<file path="config.mk">
export PLATFORM = sky130hd
export DESIGN_NAME = fetch_frontend
export DESIGN_NICKNAME = d
export VERILOG_FILES = /design/src/rtl/fetch_pkg.sv /design/src/rtl/branch_target_buffer.sv /design/src/rtl/fetch_ctrl.sv /design/src/rtl/fetch_frontend.sv /design/src/rtl/inst_queue.sv /design/src/rtl/line_fill.sv
export SDC_FILE = /design/constraint.sdc
export NUM_CORES = 2
export LEC_CHECK = 0
export ABC_AREA = 0
export BUFFER_PORTS_ARGS = -buffer_cell sky130_fd_sc_hd__buf_2
export CORE_UTILIZATION = 50
export DETAILED_ROUTE_END_ITERATION = 8
export PLACE_DENSITY = 0.71
export RECOVER_POWER = 50
export SYNTH_ARGS = -nofsm -noshare
export SYNTH_HDL_FRONTEND = slang
export SYNTH_SLANG_ARGS = --single-unit
</file>
<file path="constraint.sdc">
create_clock -name clk -period 7.6 [get_ports clk]
set_clock_uncertainty 0.05 [all_clocks]
set_input_delay 0.38 -clock clk [delete_from_list [all_inputs] [get_ports clk]]
set_output_delay 0.38 -clock clk [all_outputs]
set_load 0.05 [all_outputs]
</file>
<file path="src/rtl/fetch_pkg.sv">
`default_nettype none

package fetch_pkg;

    // datapath and address width
    localparam int XLEN = 32;

    // backing memory returns one line as a burst of beats
    localparam int BEAT_W           = 64;
    localparam int BEATS_PER_LINE   = 4;
    localparam int LINE_W           = BEAT_W * BEATS_PER_LINE;   // 256 bits
    localparam int LINE_OFFSET_BITS = 5;                         // 32 bytes per line

    // first fetch address out of reset
    localparam logic [XLEN-1:0] RESET_PC = 32'h1eceb000;

    // control-flow opcodes that the btb may steer
    localparam logic [6:0] OP_JAL    = 7'b1101111;
    localparam logic [6:0] OP_JALR   = 7'b1100111;
    localparam logic [6:0] OP_BRANCH = 7'b1100011;

    // one fetched instruction with its address
    typedef struct packed {
        logic [XLEN-1:0] pc;
        logic [XLEN-1:0] inst;
    } fetch_entry_t;

    // resolved control flow from the back end
    typedef struct packed {
        logic [XLEN-1:0] branch_pc;  // pc of the control-flow instruction
        logic [XLEN-1:0] target;     // where fetch continues
    } redirect_t;

endpackage : fetch_pkg

`default_nettype wire

</file>
<file path="src/rtl/branch_target_buffer.sv">
`timescale 1ns/100ps
`default_nettype none

module branch_target_buffer #(
    parameter int BTB_INDEX_BITS = 4
) (
    input  wire logic                          clk,
    input  wire logic                          rst,

    input  wire logic [fetch_pkg::XLEN-1:0]    lookup_pc_i,
    output logic                               hit_o,
    output logic      [fetch_pkg::XLEN-1:0]    target_o,

    input  wire logic                          train_i,
    input  wire fetch_pkg::redirect_t          train_data_i
);

    localparam int ENTRIES = 2 ** BTB_INDEX_BITS;
    localparam int TAG_LSB = BTB_INDEX_BITS + 2;   // word aligned pcs
    localparam int TAG_W   = fetch_pkg::XLEN - TAG_LSB;

    typedef struct packed {
        logic [TAG_W-1:0]           tag;
        logic [fetch_pkg::XLEN-1:0] target;
    } btb_entry_t;

    logic [ENTRIES-1:0]         valid_q;
    btb_entry_t                 table_q [ENTRIES];

    logic [BTB_INDEX_BITS-1:0]  rd_idx;
    logic [BTB_INDEX_BITS-1:0]  wr_idx;
    btb_entry_t                 rd_entry;

    assign rd_idx   = lookup_pc_i[TAG_LSB-1:2];
    assign wr_idx   = train_data_i.branch_pc[TAG_LSB-1:2];
    assign rd_entry = table_q[rd_idx];

    // combinational lookup
    assign hit_o    = valid_q[rd_idx] && (rd_entry.tag == lookup_pc_i[fetch_pkg::XLEN-1:TAG_LSB]);
    assign target_o = rd_entry.target;

    always_ff @(posedge clk) begin
        if (rst) begin
            valid_q <= '0;
        end else if (train_i) begin
            valid_q[wr_idx] <= 1'b1;
        end
    end

    always_ff @(posedge clk) begin
        if (train_i) begin
            table_q[wr_idx].tag    <= train_data_i.branch_pc[fetch_pkg::XLEN-1:TAG_LSB];
            table_q[wr_idx].target <= train_data_i.target;
        end
    end

endmodule : branch_target_buffer

`default_nettype wire

</file>
<file path="src/rtl/fetch_ctrl.sv">
`timescale 1ns/100ps
`default_nettype none

module fetch_ctrl (
    input  wire logic                          clk,
    input  wire logic                          rst,

    input  wire logic                          redirect_i,
    input  wire fetch_pkg::redirect_t          redirect_data_i,

    input  wire logic                          fill_done_i,
    input  wire logic [fetch_pkg::LINE_W-1:0]  fill_line_i,
    input  wire logic [fetch_pkg::XLEN-1:0]    fill_line_addr_i,
    output logic                               fill_req_o,
    output logic      [fetch_pkg::XLEN-1:0]    fill_addr_o,

    output logic      [fetch_pkg::XLEN-1:0]    btb_pc_o,
    input  wire logic                          btb_hit_i,
    input  wire logic [fetch_pkg::XLEN-1:0]    btb_target_i,

    input  wire logic                          queue_full_i,
    output logic                               enq_o,
    output fetch_pkg::fetch_entry_t            enq_data_o
);

    localparam int OFS   = fetch_pkg::LINE_OFFSET_BITS;
    localparam int TAG_W = fetch_pkg::XLEN - OFS;
    localparam int WORDS = fetch_pkg::LINE_W / fetch_pkg::XLEN;

    logic [fetch_pkg::XLEN-1:0]    pc_q;
    logic [fetch_pkg::XLEN-1:0]    pc_next;
    logic [fetch_pkg::LINE_W-1:0]  line_q;
    logic [TAG_W-1:0]              line_tag_q;
    logic                          line_valid_q;
    logic                          wait_q;       // fill outstanding

    logic                          line_hit;
    logic [fetch_pkg::XLEN-1:0]    inst;
    logic                          is_cf_op;
    logic [$clog2(WORDS)-1:0]      word_sel;

    assign line_hit = line_valid_q && (line_tag_q == pc_q[fetch_pkg::XLEN-1:OFS]);

    // word within the line
    assign word_sel = pc_q[OFS-1:2];
    assign inst     = line_q[word_sel*fetch_pkg::XLEN +: fetch_pkg::XLEN];

    assign is_cf_op = inst[6:0] inside {fetch_pkg::OP_JAL, fetch_pkg::OP_JALR,
                                        fetch_pkg::OP_BRANCH};

    // one request per miss, none while the pc is being replaced
    assign fill_req_o  = !line_hit && !wait_q && !redirect_i;
    assign fill_addr_o = {pc_q[fetch_pkg::XLEN-1:OFS], {OFS{1'b0}}};

    assign btb_pc_o = pc_q;

    assign enq_o           = line_hit && !queue_full_i && !redirect_i;
    assign enq_data_o.pc   = pc_q;
    assign enq_data_o.inst = inst;

    always_comb begin
        pc_next = pc_q;   // hold on miss or full queue
        if (redirect_i) begin
            pc_next = redirect_data_i.target;
        end else if (enq_o) begin
            if (btb_hit_i && is_cf_op) begin
                pc_next = btb_target_i;
            end else begin
                pc_next = pc_q + fetch_pkg::XLEN'(4);
            end
        end
    end

    always_ff @(posedge clk) begin
        if (rst) begin
            pc_q         <= fetch_pkg::RESET_PC;
            line_valid_q <= 1'b0;
            wait_q       <= 1'b0;
        end else begin
            pc_q <= pc_next;
            if (fill_done_i) begin
                line_valid_q <= 1'b1;
                wait_q       <= 1'b0;
            end else if (fill_req_o) begin
                wait_q <= 1'b1;
            end
        end
    end

    // a fill still lands after a redirect
    always_ff @(posedge clk) begin
        if (fill_done_i) begin
            line_q     <= fill_line_i;
            line_tag_q <= fill_line_addr_i[fetch_pkg::XLEN-1:OFS];
        end
    end

endmodule : fetch_ctrl

`default_nettype wire

</file>
<file path="src/rtl/fetch_frontend.sv">
`timescale 1ns/100ps
`default_nettype none

module fetch_frontend #(
    parameter int QUEUE_DEPTH    = 8,
    parameter int BTB_INDEX_BITS = 4
) (
    input  wire logic                          clk,
    input  wire logic                          rst,

    // backing memory, read only
    input  wire logic                          bmem_ready_i,
    input  wire logic [fetch_pkg::BEAT_W-1:0]  bmem_rdata_i,
    input  wire logic                          bmem_rvalid_i,
    output logic                               bmem_read_o,
    output logic      [fetch_pkg::XLEN-1:0]    bmem_addr_o,

    input  wire logic                          redirect_i,
    input  wire fetch_pkg::redirect_t          redirect_data_i,

    // consumer side
    input  wire logic                          deq_i,
    output logic                               inst_valid_o,
    output fetch_pkg::fetch_entry_t            inst_o
);

    logic                           fill_req;
    logic [fetch_pkg::XLEN-1:0]     fill_addr;
    logic                           fill_done;
    logic [fetch_pkg::LINE_W-1:0]   fill_line;
    logic [fetch_pkg::XLEN-1:0]     fill_line_addr;

    logic [fetch_pkg::XLEN-1:0]     btb_pc;
    logic                           btb_hit;
    logic [fetch_pkg::XLEN-1:0]     btb_target;

    logic                           enq;
    fetch_pkg::fetch_entry_t        enq_data;
    logic                           queue_full;

    line_fill u_line_fill (
        .clk              (clk),
        .rst              (rst),
        .fill_req_i       (fill_req),
        .fill_addr_i      (fill_addr),
        .bmem_ready_i     (bmem_ready_i),
        .bmem_rdata_i     (bmem_rdata_i),
        .bmem_rvalid_i    (bmem_rvalid_i),
        .bmem_read_o      (bmem_read_o),
        .bmem_addr_o      (bmem_addr_o),
        .fill_done_o      (fill_done),
        .fill_line_o      (fill_line),
        .fill_line_addr_o (fill_line_addr)
    );

    branch_target_buffer #(
        .BTB_INDEX_BITS (BTB_INDEX_BITS)
    ) u_btb (
        .clk          (clk),
        .rst          (rst),
        .lookup_pc_i  (btb_pc),
        .hit_o        (btb_hit),
        .target_o     (btb_target),
        .train_i      (redirect_i),     // every redirect trains
        .train_data_i (redirect_data_i)
    );

    fetch_ctrl u_fetch_ctrl (
        .clk              (clk),
        .rst              (rst),
        .redirect_i       (redirect_i),
        .redirect_data_i  (redirect_data_i),
        .fill_done_i      (fill_done),
        .fill_line_i      (fill_line),
        .fill_line_addr_i (fill_line_addr),
        .fill_req_o       (fill_req),
        .fill_addr_o      (fill_addr),
        .btb_pc_o         (btb_pc),
        .btb_hit_i        (btb_hit),
        .btb_target_i     (btb_target),
        .queue_full_i     (queue_full),
        .enq_o            (enq),
        .enq_data_o       (enq_data)
    );

    inst_queue #(
        .QUEUE_DEPTH (QUEUE_DEPTH)
    ) u_inst_queue (
        .clk        (clk),
        .rst        (rst),
        .flush_i    (redirect_i),
        .enq_i      (enq),
        .enq_data_i (enq_data),
        .deq_i      (deq_i),
        .head_o     (inst_o),
        .valid_o    (inst_valid_o),
        .full_o     (queue_full)
    );

endmodule : fetch_frontend

`default_nettype wire

</file>
<file path="src/rtl/inst_queue.sv">
`timescale 1ns/100ps
`default_nettype none

module inst_queue #(
    parameter int QUEUE_DEPTH = 8
) (
    input  wire logic                     clk,
    input  wire logic                     rst,

    input  wire logic                     flush_i,
    input  wire logic                     enq_i,
    input  wire fetch_pkg::fetch_entry_t  enq_data_i,
    input  wire logic                     deq_i,

    output fetch_pkg::fetch_entry_t       head_o,
    output logic                          valid_o,
    output logic                          full_o
);

    localparam int PTR_W = (QUEUE_DEPTH > 1) ? $clog2(QUEUE_DEPTH) : 1;
    localparam int CNT_W = $clog2(QUEUE_DEPTH + 1);
    localparam logic [PTR_W-1:0] LAST_PTR   = PTR_W'(QUEUE_DEPTH - 1);
    localparam logic [CNT_W-1:0] FULL_COUNT = CNT_W'(QUEUE_DEPTH);

    fetch_pkg::fetch_entry_t  mem_q [QUEUE_DEPTH];
    logic [PTR_W-1:0]         head_q;
    logic [PTR_W-1:0]         tail_q;
    logic [CNT_W-1:0]         count_q;
    logic                     do_enq;
    logic                     do_deq;

    assign valid_o = (count_q != '0);
    assign full_o  = (count_q == FULL_COUNT);
    assign head_o  = mem_q[head_q];

    assign do_enq = enq_i && !full_o;
    assign do_deq = deq_i && valid_o;   // empty dequeue ignored

    always_ff @(posedge clk) begin
        if (rst || flush_i) begin
            head_q  <= '0;
            tail_q  <= '0;
            count_q <= '0;
        end else begin
            if (do_enq) begin
                tail_q <= (tail_q == LAST_PTR) ? '0 : tail_q + PTR_W'(1);
            end
            if (do_deq) begin
                head_q <= (head_q == LAST_PTR) ? '0 : head_q + PTR_W'(1);
            end
            if (do_enq && !do_deq) begin
                count_q <= count_q + CNT_W'(1);
            end else if (do_deq && !do_enq) begin
                count_q <= count_q - CNT_W'(1);
            end
        end
    end

    always_ff @(posedge clk) begin
        if (do_enq) begin
            mem_q[tail_q] <= enq_data_i;
        end
    end

endmodule : inst_queue

`default_nettype wire

</file>
<file path="src/rtl/line_fill.sv">
`timescale 1ns/100ps
`default_nettype none

module line_fill (
    input  wire logic                          clk,
    input  wire logic                          rst,

    input  wire logic                          fill_req_i,
    input  wire logic [fetch_pkg::XLEN-1:0]    fill_addr_i,

    input  wire logic                          bmem_ready_i,
    input  wire logic [fetch_pkg::BEAT_W-1:0]  bmem_rdata_i,
    input  wire logic                          bmem_rvalid_i,
    output logic                               bmem_read_o,
    output logic      [fetch_pkg::XLEN-1:0]    bmem_addr_o,

    output logic                               fill_done_o,
    output logic      [fetch_pkg::LINE_W-1:0]  fill_line_o,
    output logic      [fetch_pkg::XLEN-1:0]    fill_line_addr_o
);

    localparam int CNT_W = $clog2(fetch_pkg::BEATS_PER_LINE);
    localparam logic [CNT_W-1:0] LAST_BEAT = CNT_W'(fetch_pkg::BEATS_PER_LINE - 1);

    logic                            busy;      // request accepted, line not complete
    logic                            req_pend;  // strobe not yet sent to memory
    logic [CNT_W-1:0]                beat_cnt;
    logic                            done_q;
    logic [fetch_pkg::XLEN-1:0]      addr_q;
    logic [fetch_pkg::LINE_W-1:0]    line_q;

    // strobe only goes out while memory can take it
    assign bmem_read_o = req_pend & bmem_ready_i;
    assign bmem_addr_o = addr_q;

    assign fill_done_o      = done_q;
    assign fill_line_o      = line_q;
    assign fill_line_addr_o = addr_q;

    always_ff @(posedge clk) begin
        if (rst) begin
            busy     <= 1'b0;
            req_pend <= 1'b0;
            beat_cnt <= '0;
            done_q   <= 1'b0;
        end else begin
            done_q <= 1'b0;
            if (!busy && fill_req_i) begin
                busy     <= 1'b1;
                req_pend <= 1'b1;
                beat_cnt <= '0;
            end
            if (bmem_read_o) begin
                req_pend <= 1'b0;
            end
            if (busy && !req_pend && bmem_rvalid_i) begin
                beat_cnt <= beat_cnt + CNT_W'(1);
                if (beat_cnt == LAST_BEAT) begin
                    busy   <= 1'b0;
                    done_q <= 1'b1;
                end
            end
        end
    end

    // payload, lowest beat ends up in the low bits
    always_ff @(posedge clk) begin
        if (!busy && fill_req_i) begin
            addr_q <= {fill_addr_i[fetch_pkg::XLEN-1:fetch_pkg::LINE_OFFSET_BITS],
                       {fetch_pkg::LINE_OFFSET_BITS{1'b0}}};
        end
        if (busy && !req_pend && bmem_rvalid_i) begin
            line_q <= {bmem_rdata_i, line_q[fetch_pkg::LINE_W-1:fetch_pkg::BEAT_W]};
        end
    end

endmodule : line_fill

`default_nettype wire

</file>
Word-level counts from Yosys, hierarchy flattened
Memories as Yosys holds them, arrays and structs flattened. A register that Yosys moved wholly into a read port is not among the register bits.
Cells that the tools add are included.
{"block": "word_totals", "output_inout_bits": 98, "memories": 2, "wordCells": 96, "mem_bits_rw": 1440, "in_bits": 134, "regBits": 631}
{"memory": "u_btb.table_q", "words": 16, "width": 58, "rd": 1, "rd_ports_with_merged_regs": 1, "wr": 1, "line_no": "branch_target_buffer.sv:28", "source": "btb_entry_t table_q [ENTRIES];"}
{"memory": "u_inst_queue.mem_q", "words": 8, "width": 64, "rd": 1, "rd_ports_with_merged_regs": 1, "wr": 1, "line_no": "inst_queue.sv:25", "source": "fetch_pkg::fetch_entry_t mem_q [QUEUE_DEPTH];"}
{"block": "op_classes", "n_lt_le_gt_ge": 3, "reduce_logical": 32, "addsub": 6, "n_eq_ne": 9, "n_mux": 25, "bitwise_logic": 3, "n_shift": 1}
{"cell": "variable part select 256 x 9 -> 32 bit", "n": 1}
{"cell": "two-way mux 32 bit", "n": 3}
{"cell": "adder 32 x 3 -> 32 bit (second input constant)", "n": 1}
{"cell": "== test 27 bit", "n": 1}
{"cell": "== test 26 bit", "n": 1}
{"cell": "== test 7 bit (second input constant)", "n": 3}
{"cell": "two-way mux 4 bit", "n": 4}
{"cell": "bitwise OR 16 bit", "n": 1}
{"cell": "logical AND 1 bit", "n": 15}
{"cell": "two-way mux 3 bit", "n": 4}
{"cell": "< comparator 4 x 5 -> 1 bit (second input constant)", "n": 2}
{"cell": "two-way mux 1 bit", "n": 10}
{"cell": "logical NOT 1 bit", "n": 8}
{"cell": "adder 3 x 1 -> 3 bit (second input constant)", "n": 2}
{"cell": "== test 3 bit (second input constant)", "n": 2}
{"cell": "nonzero test 2 bit", "n": 3}
{"cell": "OR reduction 2 bit", "n": 3}
{"cell": "adder 4 x 1 -> 4 bit (second input constant)", "n": 1}
{"cell": "binary-select mux 1 bit (select 4 bit)", "n": 1}
{"cell": "demux 1 bit (select 4 bit)", "n": 1}
{"cell": "== test 4 bit (second input constant)", "n": 1}
{"cell": "greater-or-equal comparator 4 x 1 -> 1 bit (second input constant)", "n": 1}
{"cell": "two-way mux 2 bit", "n": 2}
{"cell": "nonzero test 4 bit", "n": 1}
{"cell": "7 further kinds", "n": 7}

Depth between registers and ports, before layout
{"block": "depth", "word_depth": 9, "mapped_depth": 16, "mapped_depth_nobuf": 14}

Cells and area by module
A second synthesis with hierarchy kept.
{"block": "hier_totals", "cells_unflattened": 3525, "area_unflattened_um2": 78929.4}
{"module": "branch_target_buffer", "area_each_um2": 36339.9, "n_inst": 1, "cells_each": 1520, "seq_area_each_um2": 28187.0}
{"module": "inst_queue", "area_each_um2": 19877.8, "n_inst": 1, "cells_each": 817, "seq_area_each_um2": 15635.0}
{"module": "fetch_ctrl", "area_each_um2": 13714.4, "n_inst": 1, "cells_each": 844, "seq_area_each_um2": 9178.8}
{"module": "line_fill", "area_each_um2": 8997.4, "n_inst": 1, "cells_each": 344, "seq_area_each_um2": 8598.2}

Worst setup path before layout
OpenSTA, ideal clock, no wires.
{"block": "synth_path", "path_kind": "register to register", "startpoint": "register u_fetch_ctrl.pc_q (netlist bit u_fetch_ctrl.btb_pc_o[11])", "endpoint": "memory u_inst_queue.mem_q[0][0] (netlist bit), enable pin", "t_arrival_ns": 6.748, "synth_period_minus_slack_ns": 7.363, "path_slack_ns": 0.237, "stages_incl_launch_ff": 9, "required_time_ns": 6.985, "n_path_buf": 1, "setup_ns": 0.565, "cell_sequence": "dfxtp_1 -> clkbuf_1 -> xnor2_1 -> nand4_1 -> or4_1 -> nor4_1 -> nand2_1 -> or3_1 -> nor3_1"}
{"block": "synth_via", "elab_chain_len": 7}
{"item": "start: declaration", "line_no": "fetch_ctrl.sv:30", "source": "logic [fetch_pkg::XLEN-1:0] pc_q;"}
{"item": "start signal: assignment", "line_no": "fetch_ctrl.sv:76", "source": "pc_q <= fetch_pkg::RESET_PC;"}
{"item": "start signal: assignment", "line_no": "fetch_ctrl.sv:80", "source": "pc_q <= pc_next;"}
{"item": "== test 27 bit", "line_no": "fetch_ctrl.sv:42", "source": "assign line_hit = line_valid_q && (line_tag_q == pc_q[fetch_pkg::XLEN-1:OFS]);"}
{"item": "logical AND 1 bit", "line_no": "fetch_ctrl.sv:42"}
{"item": "logical AND 1 bit (2 in a row)", "line_no": "fetch_ctrl.sv:57", "source": "assign enq_o = line_hit && !queue_full_i && !redirect_i;"}
{"item": "logical AND 1 bit", "line_no": "inst_queue.sv:36", "source": "assign do_enq = enq_i && !full_o;"}
{"item": "two-way mux 1 bit", "line_no": "inst_queue.sv:60", "source": "if (do_enq) begin"}
{"item": "two-way mux 1 bit (implied by the code)", "line_no": "inst_queue.sv:61", "source": "mem_q[tail_q] <= enq_data_i;"}
{"item": "end: declaration", "line_no": "inst_queue.sv:25"}
Every way passes these cells.

Final worst setup path
{"block": "layout_path", "startpoint": "register u_fetch_ctrl.pc_q (netlist bit u_fetch_ctrl.btb_pc_o[2])", "endpoint": "register u_fetch_ctrl.pc_q (netlist bit u_fetch_ctrl.btb_pc_o[10])"}
{"block": "layout_via", "elab_chain_len": 7, "elab_cells_between_ends": 13, "classes_between": "add/sub (1); eq/ne (3); shift (1); mux (5); reduce/logical (3)"}
{"item": "variable part select 256 x 9 -> 32 bit or binary-select mux 1 bit (select 4 bit) (tied branches)", "line_no": "fetch_ctrl.sv:46, branch_target_buffer.sv:39"}
{"item": "== test 7 bit or two-way mux 1 bit (tied branches)", "line_no": "fetch_ctrl.sv:48, branch_target_buffer.sv:39"}
{"item": "nonzero test 3 bit or logical AND 1 bit (tied branches)", "line_no": "fetch_ctrl.sv:48, branch_target_buffer.sv:39"}
{"item": "logical AND 1 bit", "line_no": "fetch_ctrl.sv:66", "source": "if (btb_hit_i && is_cf_op) begin"}
{"item": "two-way mux 32 bit *", "line_no": "fetch_ctrl.sv:66"}
{"item": "two-way mux 32 bit *", "line_no": "fetch_ctrl.sv:65", "source": "end else if (enq_o) begin"}
{"item": "two-way mux 32 bit *", "line_no": "fetch_ctrl.sv:63", "source": "if (redirect_i) begin"}
Every way passes the cells marked *; elsewhere a longest branch is shown, timed or not. The select of a mux whose other input is x is not followed.
A chain may end at the register's enable or synchronous reset.

==> flow_summary_export.csv <==
group,metric,value,unit
floorplanning,die_x,396.8,µm
setup_path,cp_top_family,"simple AND/OR/NAND/NOR gates",
route,drt_first_pass_iters,8,
worst_hold_path,hold_class,"in -> reg",
outcome,status,"finished, violations left",
sta,worst_slack,1332,ps
power,p_seq_share,54.3,%
synthesis,synthArstFlopShare,0,%
floorplanning,ios,232,
grt,grt_overflow,0,
floorplanning,rows,144,
route,vias,36450,
setup_path,path_cells,"mux4_2 > mux2i_1 > buf_4 > nand3_1 > or3_1 > nor4_1 > nand2_1 > or4_2 > buf_4 > mux2i_1 > a2111oi_0",
synthesis,synth-edff-count,2006,
cells_and_area,final_common_cell,"edfxtp_1",
power,intPower,18.77,mW
power,leakage,27.90,nW
floorplanning,die_h,396.8,µm
run,cap_violations,17,
clocking,h-tree-depth,4,
synthesis,yosysSeqAreaShare,79.16,%
grt,grt_start_max_net_pins,141,
cells_and_area,drive_above_1_share,27.03,%
clocking,cts_resized,0,
setup_path,crit_path_top_delay_cell,"dfxtp_1",
cells_and_area,final_nets,4032,
route,viasPerCell,5.967,
placement,io_buffers,224,
setup_path,cp.arrival,6910,ps
sta,fin_setup_tns,0,ps
clocking,cts_sinks,2078,
sta,tightestPinTransition,4938,ps
setup_path,cp_num_buf_inv,2,
clocking,clock_latency,840,ps
route,wl_per_cell,27.93,µm
power,powerDensity,265.3,mW/mm²
sta,slew_headroom,-229.2,%
setup_path,cp-end-kind,"flop",
setup_path,critPathLaunchType,"flop",
power,vdd_ir_drop_max,0.2499,mV
setup_path,required,8240,ps
placement,dp.final_hpwl,95490,µm
cells_and_area,synthToLayoutAreaGrowth,14.73,%
outcome,violations,"DRC, capacitance limit, slew limit",
sta,rsz0062_at_grt,"false",
synthesis,yosys_warnings,0,
clocking,clk_pin_slew_worst_paths,60,ps
sta,drv_slew,623,
grt,grt_pass1_wl,248400,µm
synthesis,synth_cells,3426,
synthesis,synth.avg_cell_area,22.74,µm²
clocking,tritoncts,"yes",
floorplanning,start_util,50.46,%
clocking,cts_buffers,197,
power,switchingPower,4.945,mW
sta,post-route-period-util,82.47,%
floorplanning,die_area,0.1574,mm²
sta,period_needed,6268,ps
placement,dp_slack,2228,ps
setup_path,slowest_delay,1890,ps
synthesis,synth_area,0.07792,mm²
power,switching_share,20.85,%
placement,gp_congestion,0.8039,
synthesis,ys_types,59,
cells_and_area,fin_util,57.89,%
synthesis,synth-main-ff-cell,"edfxtp_1",
floorplanning,core,0.1544,mm²
route,drc,28,
route,drt_iter0_drc,3907,
setup_path,worstSetupPathType,"reg -> reg",
clocking,ctsRootBufferMaster,"clkbuf_16",
sta,final-hold-violation-count,0,
route,route.antenna.remaining_nets,0,
grt,grt_pass1_vias,36880,
power,clockPowerShare,41.8,%
route,wl,170600,µm
cells_and_area,layout_common_cells,"edfxtp_1 (2006), mux4_2 (458), clkbuf_16 (199), buf_2 (140), clkbuf_1 (137)",
power,pwr-share-comb,3.9,%
grt,grt_usage,21.78,%
sta,fmax,159.6,MHz
setup_path,cp_max_fo,37,
grt,antenna_found_initial,17,
sta,setup_viol,0,
clocking,cts.path.max_buffers,3,
synthesis,ys_ff_latch,2078,
==> registers in the layout (all words and copies together) (netlist names), named ones only <==
signal	flops
u_inst_queue.count_q	4
u_line_fill.busy	1
u_line_fill.req_pend	1
u_btb.valid_q	16
u_fetch_ctrl.line_q	256
u_fetch_ctrl.wait_q	1
u_fetch_ctrl.btb_pc_o	32
u_line_fill.beat_cnt	2
u_inst_queue.mem_q	512
u_btb.table_q	928
u_line_fill.bmem_addr_o	27
u_inst_queue.tail_q	3
u_fetch_ctrl.line_valid_q	1
u_fetch_ctrl.line_tag_q	27
u_inst_queue.head_q	3
u_line_fill.fill_done_o	1
u_line_fill.fill_line_o	256
==> per-layer routing <==
layer	wire, µm	part of all wire [%]	GRT usage [%]
met5	51	0.030	0
met2	83770	49	35.12
met1	68560	40	30.86
met4	3756	2.2	5.592
met3	14460	8.5	4.068
==> power by group through the flow <==
stage	registers [mW]	logic [mW]	clock network, mW
after floorplan	13.1	0.540	0
after global placement	13.1	0.857	0
after detailed placement	13.1	0.872	0
after CTS	12.9	0.934	10.1
after global routing	12.9	0.974	10.5
final	12.9	0.917	9.92
==> synth_stat cells (all sizes together), types with 19 or more instances <==
cell	instances	share of area, %
a21oi	41	0.26
buf	83	0.57
clkbuf	97	0.47
dfxtp	72	1.8
edfxtp	2006	77
inv	24	0.12
mux2	105	1.5
mux2i	64	0.82
mux4	458	13
nand2	42	0.20
nand3	19	0.12
nor2	99	0.48
nor3	25	0.16
o21ai	20	0.13
xnor2	67	0.75
xor2	39	0.44
==> final cells by class <==
class / instances / area, µm²
tap: 2044 / 2557
clock buffer: 228 / 5129
antenna: 5 / 12.51
inverter: 24 / 90.09
sequential: 2078 / 61710
multi-input combinational: 1148 / 15500
fill: 10840 / 65010
clock inverter: 142 / 1514
timing repair buffer: 439 / 2885
==> path summary, 6_finish.rpt <==
kind | slack [ps] | cells past startpoint | startpoint | to
hold / removal | 130 | 3 | rst | u_inst_queue.count_q[3]
setup / recovery | 1330 | 11 | u_fetch_ctrl.btb_pc_o[2] | u_fetch_ctrl.btb_pc_o[10]
setup reg to reg | 1330 | 11 | u_fetch_ctrl.btb_pc_o[2] | u_fetch_ctrl.btb_pc_o[10]
hold reg to reg | 360 | 0 | u_line_fill.fill_line_o[61] | u_fetch_ctrl.line_q[61]
==> worst reg2reg max path, stage by stage (launching register included) <==
cell,delay (ps)
dfxtp_1,1890
mux4_2,760
mux2i_1,150
buf_4,180
nand3_1,90
or3_1,430
nor4_1,630
nand2_1,100
or4_2,900
buf_4,380
mux2i_1,150
a2111oi_0,440
==> through the flow <==
step | cell area (µm²) | total power, mW | hold slack, ps | cells
floorplan | 77930 | 13.61 | 350.3 | 3430
global placement | 81750 | 13.95 | 350.5 | 5608
detailed placement | 81750 | 13.98 | 354.5 | 5608
CTS | 89640 | 23.87 | 62.18 | 6103
global route | 89380 | 24.35 | 90.33 | 6104
finish | 89390 | 23.72 | 129.1 | 6108
==> cell families after synthesis <==
logic type	share of synthesized area, %
muxes	15.58
adders and majority gates	0.1702
other	0.004813
buffers and inverters	1.148
and+or+nand+nor	1.807
xor gates and xnor gates	1.192
DFF	79.16
AOI/OAI and AO/OA	0.9410
==> what timing repair did <==
action / CTS / global route
hold endpoints to repair: 1021 / 0
setup buffers: 0 / 0
setup endpoints to repair: 0 / 0
hold buffers: 125 / 0
(Power assumes the default switching activity.)
